$ cat src/verilog/uart_config.svh
`ifndef UART_CONFIG_SVH
`define UART_CONFIG_SVH

// Data bits carried by one serial frame
`define UART_DATA_BITS 8

// Line bits per frame with start, data, parity and stop
`define UART_FRAME_BITS 11

// A command goes out as a hi frame followed by a lo frame
`define UART_CMD_FRAMES 2

// Flops between the rx pin and the receive FSM
`define UART_SYNC_STAGES 2

`endif
$ cat src/verilog/uart_pkg.sv
`include "uart_config.svh"

package uart_pkg;

   // The hi byte of a command leaves the transmitter first
   typedef struct packed {
      logic [`UART_DATA_BITS-1:0] hi;
      logic [`UART_DATA_BITS-1:0] lo;
   } cmd_t;

   // One received byte with its line status
   typedef struct packed {
      logic [`UART_DATA_BITS-1:0] data;
      logic                       parity_err;
      logic                       frame_err;
   } rx_byte_t;

   typedef enum logic {
      TX_IDLE,
      TX_SHIFT
   } tx_state_t;

   // RX_BREAK waits for the line to go high after a bad stop bit
   typedef enum logic [2:0] {
      RX_IDLE,
      RX_DATA,
      RX_PARITY,
      RX_STOP,
      RX_BREAK
   } rx_state_t;

endpackage

$ cat src/verilog/uart.sv
`timescale 1ns/1ps

module uart (
   input  logic               clk,
   input  logic               rst_n,
   input  uart_pkg::cmd_t     cmd_in,
   input  logic               cmd_vld,
   output logic               cmd_rdy,
   output logic               tx,
   input  logic               rx,
   output logic               read_rdy,
   output uart_pkg::rx_byte_t read_data
);

   // Transmit half sends two frames per command
   uart_tx u_tx (
      .clk     (clk),
      .rst_n   (rst_n),
      .cmd_in  (cmd_in),
      .cmd_vld (cmd_vld),
      .cmd_rdy (cmd_rdy),
      .tx      (tx)
   );

   // Receive half runs independently of the transmitter
   uart_rx u_rx (
      .clk       (clk),
      .rst_n     (rst_n),
      .rx        (rx),
      .read_rdy  (read_rdy),
      .read_data (read_data)
   );

endmodule

$ cat src/verilog/uart_rx.sv
`timescale 1ns/1ps
`include "uart_config.svh"

module uart_rx (
   input  logic               clk,
   input  logic               rst_n,
   input  logic               rx,
   output logic               read_rdy,
   output uart_pkg::rx_byte_t read_data
);

   import uart_pkg::*;

   localparam int DATA_BITS   = `UART_DATA_BITS;
   localparam int SYNC_STAGES = `UART_SYNC_STAGES;
   localparam int CNT_W       = $clog2(DATA_BITS);
   localparam logic [CNT_W-1:0] LAST_DATA = CNT_W'(DATA_BITS - 1);

   logic [SYNC_STAGES-1:0] sync_q;
   logic                   rx_s;
   rx_state_t              state_q;
   logic [CNT_W-1:0]       bit_cnt_q;
   logic [DATA_BITS-1:0]   data_q;
   logic                   par_q;

   // Synchronizer flops start at the idle line level
   always_ff @(posedge clk or negedge rst_n) begin
      if (!rst_n) begin
         sync_q <= '1;
      end else begin
         sync_q <= {sync_q[SYNC_STAGES-2:0], rx};
      end
   end

   assign rx_s = sync_q[SYNC_STAGES-1];

   // Data shifts in lsb first while parity folds in over data and parity samples
   always_ff @(posedge clk) begin
      if (state_q == RX_DATA) begin
         data_q <= {rx_s, data_q[DATA_BITS-1:1]};
      end
      if (state_q == RX_IDLE) begin
         par_q <= 1'b0;
      end else if (state_q == RX_DATA || state_q == RX_PARITY) begin
         par_q <= par_q ^ rx_s;
      end
   end

   always_ff @(posedge clk or negedge rst_n) begin
      if (!rst_n) begin
         state_q   <= RX_IDLE;
         bit_cnt_q <= '0;
         read_rdy  <= 1'b0;
         read_data <= '0;
      end else begin
         read_rdy <= 1'b0;
         case (state_q)
            RX_IDLE: begin
               if (!rx_s) begin
                  bit_cnt_q <= '0;
                  state_q   <= RX_DATA;
               end
            end
            RX_DATA: begin
               bit_cnt_q <= bit_cnt_q + 1'b1;
               if (bit_cnt_q == LAST_DATA) begin
                  state_q <= RX_PARITY;
               end
            end
            RX_PARITY: begin
               state_q <= RX_STOP;
            end
            RX_STOP: begin
               // An odd par_q over data and parity means good parity
               read_data.data       <= data_q;
               read_data.parity_err <= ~par_q;
               read_data.frame_err  <= ~rx_s;
               read_rdy             <= 1'b1;
               if (rx_s) begin
                  state_q <= RX_IDLE;
               end else begin
                  state_q <= RX_BREAK;
               end
            end
            RX_BREAK: begin
               // Wait for the held-low line to return high
               if (rx_s) begin
                  state_q <= RX_IDLE;
               end
            end
            default: begin
               state_q <= RX_IDLE;
            end
         endcase
      end
   end

endmodule

$ cat src/verilog/uart_tx.sv
`timescale 1ns/1ps
`include "uart_config.svh"

module uart_tx (
   input  logic           clk,
   input  logic           rst_n,
   input  uart_pkg::cmd_t cmd_in,
   input  logic           cmd_vld,
   output logic           cmd_rdy,
   output logic           tx
);

   import uart_pkg::*;

   localparam int DATA_BITS  = `UART_DATA_BITS;
   localparam int FRAME_BITS = `UART_FRAME_BITS;
   localparam int LINE_BITS  = `UART_CMD_FRAMES * `UART_FRAME_BITS;
   localparam int CNT_W      = $clog2(LINE_BITS);

   // The first bit is already on the line after the accepting edge,
   // so only LINE_BITS-1 shifts follow
   localparam logic [CNT_W-1:0] LAST_SHIFT = CNT_W'(LINE_BITS - 2);

   tx_state_t            state_q;
   logic [LINE_BITS-1:0] shift_q;
   logic [CNT_W-1:0]     bit_cnt_q;
   logic                 accept;
   logic [LINE_BITS-1:0] line_seq;

   // Frame from bit 0 upward holds start, data lsb first, odd parity and stop
   function automatic logic [FRAME_BITS-1:0] build_frame(
      input logic [DATA_BITS-1:0] data
   );
      logic parity;
      parity = ~^data;
      return {1'b1, parity, data, 1'b0};
   endfunction

   assign accept = cmd_vld && cmd_rdy;

   // hi frame sits in the low bits since the register shifts out from bit 0
   assign line_seq = {build_frame(cmd_in.lo), build_frame(cmd_in.hi)};

   assign tx = shift_q[0];

   always_ff @(posedge clk or negedge rst_n) begin
      if (!rst_n) begin
         state_q   <= TX_IDLE;
         cmd_rdy   <= 1'b1;
         bit_cnt_q <= '0;
         shift_q   <= '1;
      end else begin
         case (state_q)
            TX_IDLE: begin
               // Register is all ones here, so tx idles high
               if (accept) begin
                  shift_q   <= line_seq;
                  bit_cnt_q <= '0;
                  cmd_rdy   <= 1'b0;
                  state_q   <= TX_SHIFT;
               end
            end
            TX_SHIFT: begin
               // Ones fill in behind the stop bit
               shift_q   <= {1'b1, shift_q[LINE_BITS-1:1]};
               bit_cnt_q <= bit_cnt_q + 1'b1;
               if (bit_cnt_q == LAST_SHIFT) begin
                  // Stop bit of the lo frame is now on tx and the next command may follow it
                  cmd_rdy <= 1'b1;
                  state_q <= TX_IDLE;
               end
            end
            default: begin
               shift_q <= '1;
               cmd_rdy <= 1'b1;
               state_q <= TX_IDLE;
            end
         endcase
      end
   end

endmodule

$ cat config.mk
export PLATFORM = sky130hd
export DESIGN_NAME = uart
export DESIGN_NICKNAME = d
export VERILOG_FILES = /design/src/verilog/uart_pkg.sv /design/src/verilog/uart.sv /design/src/verilog/uart_rx.sv /design/src/verilog/uart_tx.sv
export VERILOG_INCLUDE_DIRS = /design/src /design/src/verilog
export SDC_FILE = /design/constraint.sdc
export NUM_CORES = 1
export LEC_CHECK = 0
export ABC_AREA = 1
export BUFFER_PORTS_ARGS = -buffer_cell sky130_fd_sc_hd__buf_2
export CAP_MARGIN = 0
export CORE_UTILIZATION = 30
export CTS_BUF_LIST = sky130_fd_sc_hd__clkbuf_16
export CTS_CLUSTER_DIAMETER = 80
export CTS_CLUSTER_SIZE = 20
export DETAILED_ROUTE_END_ITERATION = 7
export HOLD_SLACK_MARGIN = 0.15
export PLACE_DENSITY = 0.55
export SYNTH_ARGS = -nofsm -noshare
export SYNTH_HDL_FRONTEND = slang
export SYNTH_SLANG_ARGS = --single-unit
$ cat constraint.sdc
create_clock -name clk -period 3.8 [get_ports clk]
set_input_delay 0.19 -clock clk [delete_from_list [all_inputs] [get_ports clk]]
set_output_delay 0.19 -clock clk [all_outputs]
set_load 0.1 [all_outputs]
==> flow_summary_export.csv, run 1 <==
group,metric,value,unit
floorplan,core-area,8220,sq um
clock_network,post_cts_buffers,0,
sta,slew_viol_final,0,
synthesis,ys_top_cells_by_area,"dfstp_2 25%, dfrtp_1 23%, nand2_1 16%",
final_layout,drive_above_1_share,0.234,
synthesis,synth_compound_area_frac,0.0851,
sta,tns,0,ns
synthesis,yosysTopAreaCell,"dfstp_2",
synthesis,synth_warnings,0,
worst_setup_path,cp.required,4.02,ns
synthesis,synthCells,279,
detailed_routing,wirelength,4680,microns
synthesis,ys_top_cells_by_count,"107 x nand2_1, 30 x inv_1, 24 x dfstp_2",
clock_network,cts_buffer_depth,2,
synthesis,synth-simple-area-share,0.225,
floorplan,initial_core_util,0.310,
clock_network,htreeDepth,2,
placed_design,dp_hpwl,3330,microns
final_layout,nFillCells,865,
floorplan,die-area,8850,sq um
detailed_routing,vias,1853,
clock_network,holdBufCountCts,3,
synthesis,async_reset_ff_frac,0.839,
synthesis,avgSynthCellArea,9.12,sq um
clock_network,cts_resized,0,
worst_setup_path,path_cells,"inv_2 -> nand2_1 -> inv_1 -> nand2_1 -> o21ai_0 -> inv_1 -> nand2_1",
worst_setup_path,start_kind,"register",
synthesis,synthAdderAreaFrac,0.0197,
status,status,"finished, final reports clean",
final_layout,final_nets,339,
sta,worst_slew_pin_slew,1.04,ns
worst_setup_path,endpoint_kind,"register",
synthesis,yosys.area_share.xor_xnor,0.0275,
worst_setup_path,cp.arrival,2.23,ns
floorplan,row_count,33,
placed_design,dp_slack,1.79,ns
detailed_routing,via_per_inst,4.40,
global_route,antenna_found_initial,0,
min_path,hold_start,"cmd_in[10]",
global_route,grt_usage,0.118,
clock_network,cts_tree,"done",
synthesis,synth_top_family_by_area,"simple AND/OR/NAND/NOR gates",
pwr,ir_drop,0.342,mV
floorplan,dieHeight,94.1,microns
synthesis,synth_edf_count,8,
worst_setup_path,crit_start,"u_tx.state_q",
sta,fmax,498,MHz
global_route,grt_pass1_vias,1796,
detailed_routing,drt-pass1-iter-count,4,
placed_design,port_buffers,32,
synthesis,synth_cell_types,33,
synthesis,ys.flop_type,"dfstp_2",
detailed_routing,drc,0,
worst_setup_path,critical_path_class,"reg2reg",
sta,final.setup_skew,0.00462,ns
synthesis,synth.net_count,303,
pwr,leakage,1.47,nW
sta,slew_headroom,0.305,
sta,hold_violations,0,
floorplan,ios,33,
clock_network,ctsRootBufferMaster,"clkbuf_16",
clock_network,clock_sinks,56,
worst_setup_path,worst-path-max-fanout,20,
detailed_routing,final_antenna_net_count,0,
synthesis,synth-seq-area-share,0.576,
worst_setup_path,path_common_cell,"nand2_1",
worst_setup_path,r2r-start,"u_tx.state_q",
sta,finalCriticalPeriod,2.01,ns
synthesis,yosysMostFrequentCell,"nand2_1",
sta,rsz0062_at_grt,"no",
pwr,powerDensity,908,nW/um^2
detailed_routing,drt_iter0_drc,34,
global_route,grt_max_degree,48,
sta,setup_viol,0,
clock_network,cts_buffers,5,
worst_setup_path,slowest_delay,0.77,ns
final_layout,n_antenna_cell,0,
clock_network,clk_pin_slew_worst_paths,0.07,ns
detailed_routing,post_drt_wl_per_cell,11.1,microns
clock_network,clk_latency,0.29,ns
sta,period_share,0.528,
placed_design,place_congestion,0.727,
final_layout,stdcell_count,421,
placed_design,place_inst,410,
synthesis,synth_seq_cells,56,
synthesis,yosysTopAreaCellShare,0.248,
global_route,gr-total-overflow,0,
global_route,grt_pass1_wl,8230,microns
final_layout,area.growth.synth_to_final,16.8,%
sta,fin_ws,1.79,ns
min_path,min_path_type,"in2reg",
worst_setup_path,slowest_stage,"dfrtp_1",
synthesis,synthMuxAreaShare,0,
floorplan,die_w,94.1,microns
flow_run,maxCapViolCount,0,
synthesis,netlist_area,2540,sq um
critical path: cells and delay by family (launching register included):
family | cells | cell delay, ns
AOI/OAI and AO/OA | 1 | 0.09
buffers and inverters | 3 | 0.56
DFF | 1 | 0.77
and+or+nand+nor | 3 | 0.52
placed cells by master (no fill, tap or decap), types with 3 or more instances in the layout:
| cell | n |
|---|---|
| o211ai_1 | 7 |
| nand2_1 | 107 |
| dfrtp_1 | 23 |
| edfxtp_1 | 8 |
| xor2_1 | 3 |
| dlygate4sd3_1 | 3 |
| ha_1 | 4 |
| inv_1 | 30 |
| o21ai_0 | 8 |
| o221ai_1 | 6 |
| buf_2 | 32 |
| nand3_1 | 9 |
| dfstp_2 | 24 |
| inv_2 | 4 |
| clkbuf_16 | 5 |
| nor2_1 | 14 |
| xnor2_1 | 5 |
stage by stage:
step	hold WS, ns	area (sq um)	utilization	total power (W)
final	0.167	2970	0.362	0.00270
after global routing	0.190	2970	0.362	0.00289
after CTS	0.162	2970	0.362	0.00274
after detailed placement	0.297	2790	0.340	0.00227
after global placement	0.299	2790	0.340	0.00224
after floorplan	-0.106	2540	-	0.00204
where the power goes:
part           switching, W  leakage [nW]  internal, W
Clock              0.000210        0.0742     0.000247
Combinational      0.000852         0.773     0.000267
Sequential         0.000152         0.619     0.000971
path summary, 6_finish.rpt:
check                      cells past startpoint  slack (ns)                end
max                                            7        1.79    u_tx.shift_q[9]
min                                            3        0.17    u_tx.shift_q[3]
max reg2reg                                    7        1.79    u_tx.shift_q[9]
min reg2reg                                    0        0.36     u_rx.sync_q[1]
max in group asynchronous                      2        2.54  u_tx.bit_cnt_q[1]
min in group asynchronous                      2        0.63  u_rx.read_data[1]
registers in the layout, summed over array words and instances (netlist names):
name and cells:
u_rx.data_q 8, u_tx.cmd_rdy 1, u_rx.sync_q 2, u_tx.bit_cnt_q 5, u_rx.bit_cnt_q 3, u_rx.read_data 10
u_tx.shift_q 21, u_rx.state_q 3, u_rx.par_q 1, u_tx.state_q 1, u_rx.read_rdy 1
layout make-up:
| class | instances | area (sq um) | share of cell area |
|---|---|---|---|
| Timing Repair Buffer | 35 | 190 | 0.0640 |
| Inverter | 34 | 128 | 0.0429 |
| Clock inverter | 3 | 22.5 | 0.00758 |
| Multi-Input combinational cell | 183 | 908 | 0.306 |
| Clock buffer | 5 | 125 | 0.0421 |
| Sequential cell | 56 | 1470 | 0.493 |
| Tap cell | 105 | 131 | 0.0442 |
metal layers:
metal | share of wire | track usage
met5 | 0 | 0
met2 | 0.47 | 0.203
met1 | 0.49 | 0.151
met4 | 0.0077 | 0.0269
met3 | 0.031 | 0.0267
kinds of logic after synthesis:
| family | count (synthesis) |
|---|---|
| DFF | 56 |
| buffers and inverters | 40 |
| AOI/OAI and AO/OA | 31 |
| xor gates and xnor gates | 8 |
| and+or+nand+nor | 140 |
| adders and majority gates | 4 |
Note: power is estimated with default switching activity, not from simulation.
==> inputs of run 2 (changes only) <==
PLACE_DENSITY = 0.57   (was 0.55)
clock period = 1.8 ns   (was 3.8 ns; I/O delays follow)
==> run 2 against run 1 <==
- non-clock buffer count grew 19
- global-route usage grew 0.37 points
- combinational power grew 120%
- worst setup slack lost 1.3 ns
==> flow_summary_export.csv, run 2 (same netlist as run 1, synthesis figures left out) <==
group,metric,value,unit
sta,tns,0,ns
worst_setup_path,worst-path-max-fanout,13,
pwr,p_int,0.00318,W
min_path,hold_depth,5,
clock_network,cts_buffer_depth,2,
clock_network,ctsRootBufferMaster,"clkbuf_16",
floorplan,ios,33,
worst_setup_path,r2r_setup_slack,0.44,ns
floorplan,die-area,8850,sq um
sta,worst_slew_pin_slew,0.580,ns
sta,setup_viol,0,
final_layout,regArea,1470,sq um
placed_design,place_congestion,0.749,
final_layout,final_common_cell,"nand2_1",
pwr,leakage,1.54,nW
pwr,powerDensity,1830,nW/um^2
final_layout,largest-register,"u_tx.shift_q",
floorplan,core-area,8220,sq um
clock_network,cts_buffers,5,
global_route,grt_pass1_vias,1898,
worst_setup_path,cp.arrival,1.59,ns
min_path,hold_end,"u_tx.shift_q[8]",
clock_network,clk_pin_slew_worst_paths,0.07,ns
final_layout,n_antenna_cell,0,
global_route,gr-total-overflow,0,
worst_setup_path,cp.required,2.04,ns
sta,finalCriticalPeriod,1.36,ns
sta,final.setup_skew,0.00756,ns
worst_setup_path,critical_path_class,"reg2reg",
final_layout,mostFrequentLayoutCells,"107 x nand2_1, 32 x buf_2, 30 x inv_1, 24 x dfstp_2, 23 x dfrtp_1",
detailed_routing,routed.top_layer,"met4",
worst_setup_path,r2r-start,"u_tx.state_q",
pwr,comb_power_share,0.420,
final_layout,final_util,0.384,
detailed_routing,final_antenna_net_count,0,
status,status,"finished, final reports clean",
detailed_routing,drt-pass1-iter-count,4,
min_path,min_path_type,"in2reg",
detailed_routing,wirelength,4800,microns
sta,fmax,738,MHz
detailed_routing,wl_met1,2350,microns
sta,slew_headroom,0.614,
detailed_routing,vias,1916,
placed_design,place_inst,414,
sta,period_share,0.753,
flow_run,maxCapViolCount,0,
worst_setup_path,start_kind,"register",
global_route,antenna_found_initial,0,
final_layout,stdcell_count,440,
global_route,grt_usage,0.122,
final_layout,nFillCells,822,
detailed_routing,wl_met2,2250,microns
worst_setup_path,reg2regPathDepth,7,
pwr,pwr-share-clk,0.172,
placed_design,dp_hpwl,3370,microns
sta,slew_viol_final,0,
global_route,grt_pass1_wl,8510,microns
clock_network,clock_sinks,56,
detailed_routing,post_drt_wl_per_cell,10.9,microns
clock_network,cts_tree,"done",
floorplan,row_count,33,
final_layout,area.growth.synth_to_final,24.1,%
detailed_routing,drt_iter0_drc,86,
min_path,hold_start,"cmd_vld",
final_layout,final_nets,358,
detailed_routing,via_per_inst,4.35,
pwr,ir_drop,0.690,mV
worst_setup_path,r2r_end,"u_tx.shift_q[9]",
final_layout,multi_input_area,908,sq um
floorplan,initial_core_util,0.310,
floorplan,die_w,94.1,microns
detailed_routing,drc,0,
global_route,grt_max_degree,48,
floorplan,dieHeight,94.1,microns
final_layout,drive_above_1_share,0.233,
placed_design,port_buffers,32,
sta,hold_violations,0,
worst_setup_path,endpoint_kind,"register",
final_layout,largest_register_ffs,21,
pwr,switching_share,0.449,
final_layout,largestRegisters,"u_tx.shift_q (21), u_rx.read_data (10), u_rx.data_q (8)",
pwr,seqPwrFrac,0.407,
detailed_routing,dr_wl_met3,153,microns
sta,rsz0062_at_grt,"no",
sta,hold_ws,0.274,ns
pwr,p_switching,0.00259,W
clock_network,clk_latency,0.29,ns
worst_setup_path,crit_start,"u_tx.state_q",
clock_network,htreeDepth,2,
run 2: cell types whose count changed in the layout (fill, tap and decap cells not counted):
cell	previous run	this run
inv_8	0	1
dlygate4sd3_1	3	18
buf_4	0	4
clkinvlp_4	0	1
clkinv_2	1	0
inv_6	1	0
run 2: power groups by stage:
stage          Clock, W  Combinational [W]  Sequential (W)
2_1_floorplan         0           0.000995         0.00332
3_3_place_gp          0            0.00238         0.00236
3_5_place_dp          0            0.00243         0.00237
4_1_cts         0.00102            0.00246         0.00236
5_1_grt         0.00107            0.00266         0.00245
6_report       0.000993            0.00242         0.00235
run 2: how the worst max path moves through the flow:
stage	end	depth (start not counted)
after global routing	u_tx.shift_q[9]	7
after global placement	u_tx.bit_cnt_q[4]	5
after CTS	u_tx.shift_q[1]	5
final	u_tx.shift_q[9]	7
after floorplan	u_tx.shift_q[5]	6
after detailed placement	u_tx.shift_q[9]	7
run 2: critical path: stages, from the launching register on:
cell     delay [ns]
dfrtp_1        0.47
inv_2          0.17
nand2_1        0.09
inv_1          0.30
nand2_1        0.08
o21ai_0        0.08
inv_1          0.06
nand2_1        0.06
run 2: metrics by stage:
| step | area, sq um | worst slack (ns) | total power [W] |
|---|---|---|---|
| finish | 3160 | 0.444 | 0.00576 |
| global route | 3160 | 0.237 | 0.00618 |
| CTS | 3160 | 0.424 | 0.00583 |
| detailed placement | 2820 | 0.444 | 0.00480 |
| global placement | 2820 | 0.449 | 0.00474 |
| floorplan | 2540 | 0.199 | 0.00432 |
run 2: final cells by class:
cell class              count  area share
clock buffers               5      0.0396
clock inverters             3     0.00872
inverters                  34      0.0404
multi-input cells         183       0.288
flip-flops and latches     56       0.465
well taps                 105      0.0416
repair buffers             54       0.117
run 2: per-layer routing:
metal / vias to the layer above / track usage
met5: - / 0
li1: 996 / -
met2: 33 / 0.204
met4: 0 / 0.0359
met3: 7 / 0.0243
met1: 880 / 0.159
run 2: timing repair:
action	CTS	global route
hold endpoints to repair	40	0
resized for setup	0	0
hold buffers	18	0
buffers inserted	0	0
==> inputs of run 3 (changes only) <==
ABC_AREA = 0   (was 1)
PLACE_DENSITY = 0.55   (was 0.57)
clock period = 1.25 ns   (was 1.8 ns; I/O delays follow)
==> run 3 against run 2 <==
- largest power group unchanged
- synthesized cell count decreased by 19%
- final cell count down 11%
- worst setup slack lost 0.47 ns
- utilization up 3.5 points
- final area up 4.1%
- the run now ends with negative setup slack left
- hold slack better by 0.023 ns
- clock skew decreased by 0.0034 ns
- first-iteration DRC count fell by 48%
- critical endpoint is now cmd_rdy
- global-route usage down 0.39 points
- critical path depth down 5
- sequential power grew 46%
- routed wire length down 4.0%
- highest routed layer unchanged
==> flow_summary_export.csv, run 3 <==
group,metric,value,unit
floorplan,die_w,92.6,microns
synthesis,ys.flop_type,"dfstp_2",
pwr,p_switching,0.00364,W
status,violations,"negative setup slack",
detailed_routing,drc,0,
synthesis,synth_seq_cells,56,
floorplan,core-area,7850,sq um
sta,worst_slew_pin_slew,0.489,ns
final_layout,largestRegisters,"u_tx.shift_q (21), u_rx.read_data (10), u_rx.data_q (8)",
detailed_routing,vias,1756,
global_route,grt_pass1_wl,7970,microns
synthesis,ys_top_cells_by_count,"56 x nand2_1, 29 x o21ai_0, 24 x dfstp_2",
synthesis,ys_top_cells_by_area,"dfstp_2 26%, dfrtp_1 23%, edfxtp_1 9.8%",
synthesis,synth_warnings,0,
detailed_routing,drt-pass1-iter-count,3,
synthesis,synth_edf_count,8,
sta,tns,-0.0366,ns
sta,hold_violations,0,
clock_network,htreeDepth,2,
synthesis,synth.net_count,249,
worst_setup_path,endpoint_kind,"output pin",
floorplan,die-area,8570,sq um
floorplan,row_count,32,
detailed_routing,post_drt_wl_per_cell,11.8,microns
clock_network,ctsRootBufferMaster,"clkbuf_16",
placed_design,placed_area,2900,sq um
sta,slew_viol_final,0,
clock_network,clk_pin_slew_worst_paths,0.07,ns
pwr,switching_share,0.417,
sta,slew_headroom,0.676,
flow_run,maxCapViolCount,0,
sta,final.setup_skew,0.00417,ns
synthesis,netlist_area,2460,sq um
global_route,grt_max_degree,48,
clock_network,cts_tree,"done",
detailed_routing,final_antenna_net_count,0,
clock_network,cts_buffer_depth,2,
clock_network,clk_latency,0.29,ns
synthesis,async_reset_ff_frac,0.839,
final_layout,final_common_cell,"nand2_1",
synthesis,synth_cell_types,31,
global_route,grt_usage,0.118,
final_layout,nFillCells,788,
worst_setup_path,r2r-start,"u_tx.cmd_rdy",
final_layout,final_nets,312,
worst_setup_path,cp.arrival,1.22,ns
synthesis,synth-seq-area-share,0.596,
final_layout,stdcell_area,3290,sq um
worst_setup_path,r2r_setup_slack,-0.01,ns
final_layout,area.growth.synth_to_final,33.6,%
placed_design,place_inst,363,
sta,fin_ws,-0.0302,ns
min_path,min_path_type,"in2async",
placed_design,port_buffers,32,
sta,finalCriticalPeriod,1.28,ns
synthesis,synthCells,225,
pwr,p_int,0.00508,W
worst_setup_path,worst-path-max-fanout,5,
synthesis,yosysMostFrequentCell,"nand2_1",
clock_network,clock_sinks,56,
floorplan,ios,33,
pwr,comb_power_share,0.425,
final_layout,n_antenna_cell,0,
final_layout,mostFrequentLayoutCells,"56 x nand2_1, 30 x buf_2, 23 x dfstp_2, 22 x dfrtp_1, 21 x o21ai_1",
global_route,antenna_found_initial,0,
synthesis,yosysTopAreaCell,"dfstp_2",
synthesis,avgSynthCellArea,10.9,sq um
final_layout,drive_above_1_share,0.318,
worst_setup_path,critical_path_class,"reg2out",
detailed_routing,drt_iter0_drc,45,
pwr,ir_drop,2.15,mV
sta,fmax,781,MHz
worst_setup_path,cp.required,1.19,ns
global_route,grt_pass1_vias,1726,
final_layout,final_util,0.419,
synthesis,yosysTopAreaCellShare,0.256,
pwr,pwr-share-clk,0.183,
final_layout,largest-register,"u_tx.shift_q",
floorplan,initial_core_util,0.314,
final_layout,stdcell_count,391,
worst_setup_path,r2r_end,"u_tx.shift_q[4]",
pwr,powerDensity,2650,nW/um^2
final_layout,largest_register_ffs,21,
worst_setup_path,reg2regPathDepth,4,
sta,period_share,1.02,
floorplan,dieHeight,92.6,microns
clock_network,cts_buffers,5,
sta,setup_viol,2,
pwr,seqPwrFrac,0.392,
placed_design,place_congestion,0.670,
pwr,leakage,1.52,nW
placed_design,dp_hpwl,3030,microns
detailed_routing,wirelength,4610,microns
status,status,"complete, but fails checks",
worst_setup_path,start_kind,"register",
detailed_routing,via_per_inst,4.49,
sta,rsz0062_at_grt,"yes",
global_route,gr-total-overflow,0,
placed_design,dp_slack,0.0147,ns
-- run 3: cell count changes in the layout (fill, tap and decap cells not counted), moves of 4 or more --
cell / delta
nor2_1: -9
inv_1: -25
o211ai_1: -7
nand3_1: -7
buf_4: +6
a21oi_1: +6
o221ai_1: -6
inv_2: -4
buf_12: +6
o21ai_1: +19
mux2i_1: +17
xnor2_1: +8
nand2_1: -51
-- run 3: through the flow --
stage | hold slack (ns) | total power (W)
finish | 0.296 | 0.00872
global route | 0.339 | 0.00927
CTS | 0.299 | 0.00879
detailed placement | 0.0697 | 0.00710
global placement | 0.0729 | 0.00703
floorplan | -0.233 | 0.00618
-- run 3: timing repair --
action / CTS / global route
hold buffers: 19 / 0
buffers inserted: 0 / 1
pin swaps: 0 / 1
setup endpoints to repair: 2 / 32
gates resized for setup: 2 / 7
endpoints found under the hold margin: 66 / 0
-- run 3: layer usage --
metal / vias up / wire, microns / global-route usage
met3: 6 / 140 / 0.0304
met1: 848 / 2170 / 0.147
li1: 882 / - / -
met4: 0 / 56 / 0.0391
met2: 20 / 2250 / 0.199
met5: - / 0 / 0
-- run 3: kinds of logic (layout without fill, tap and decap cells) --
group / count (synthesis) / after routing / synth area share
AOI/OAI and AO/OA: 43 / 43 / 0.0956
xor gates and xnor gates: 15 / 15 / 0.0534
adders and majority gates: 4 / 4 / 0.0203
buffers and inverters: 16 / 80 / 0.0310
DFF: 56 / 56 / 0.596
muxes: 20 / 20 / 0.0829
and+or+nand+nor: 71 / 71 / 0.121
-- run 3: cell type report --
cell class,instances,area [sq um],share of cell area
inverter,6,26.3,0.00799
timing repair buffer,66,547,0.166
sequential,56,1470,0.448
clock buffer,5,125,0.0381
multi-input combinational,153,943,0.287
tap,102,128,0.0388
clock inverter,3,46.3,0.0141
-- run 3: worst max path at each step --
stage | to | start | slack (ns)
final | cmd_rdy | u_tx.cmd_rdy | -0.03
after global routing | u_tx.shift_q[19] | u_tx.cmd_rdy | -0.06
after CTS | cmd_rdy | u_tx.cmd_rdy | -0.04
after global placement | u_rx.bit_cnt_q[0] | u_rx.state_q[1] | 0.04
after detailed placement | u_tx.shift_q[14] | u_tx.cmd_rdy | 0.01
after floorplan | u_tx.shift_q[2] | u_tx.cmd_rdy | -0.12
-- run 3: power groups by stage --
stage	clock (W)	sequential, W	combinational, W
3_3_place_gp	0	0.00343	0.00360
3_5_place_dp	0	0.00344	0.00366
4_1_cts	0.00165	0.00342	0.00372
2_1_floorplan	0	0.00474	0.00144
6_report	0.00160	0.00342	0.00371
5_1_grt	0.00170	0.00353	0.00404
-- run 3: critical path: stages, from the launching register on --
cell and delay, ns:
dfstp_4 0.66, buf_6 0.11, buf_12 0.16
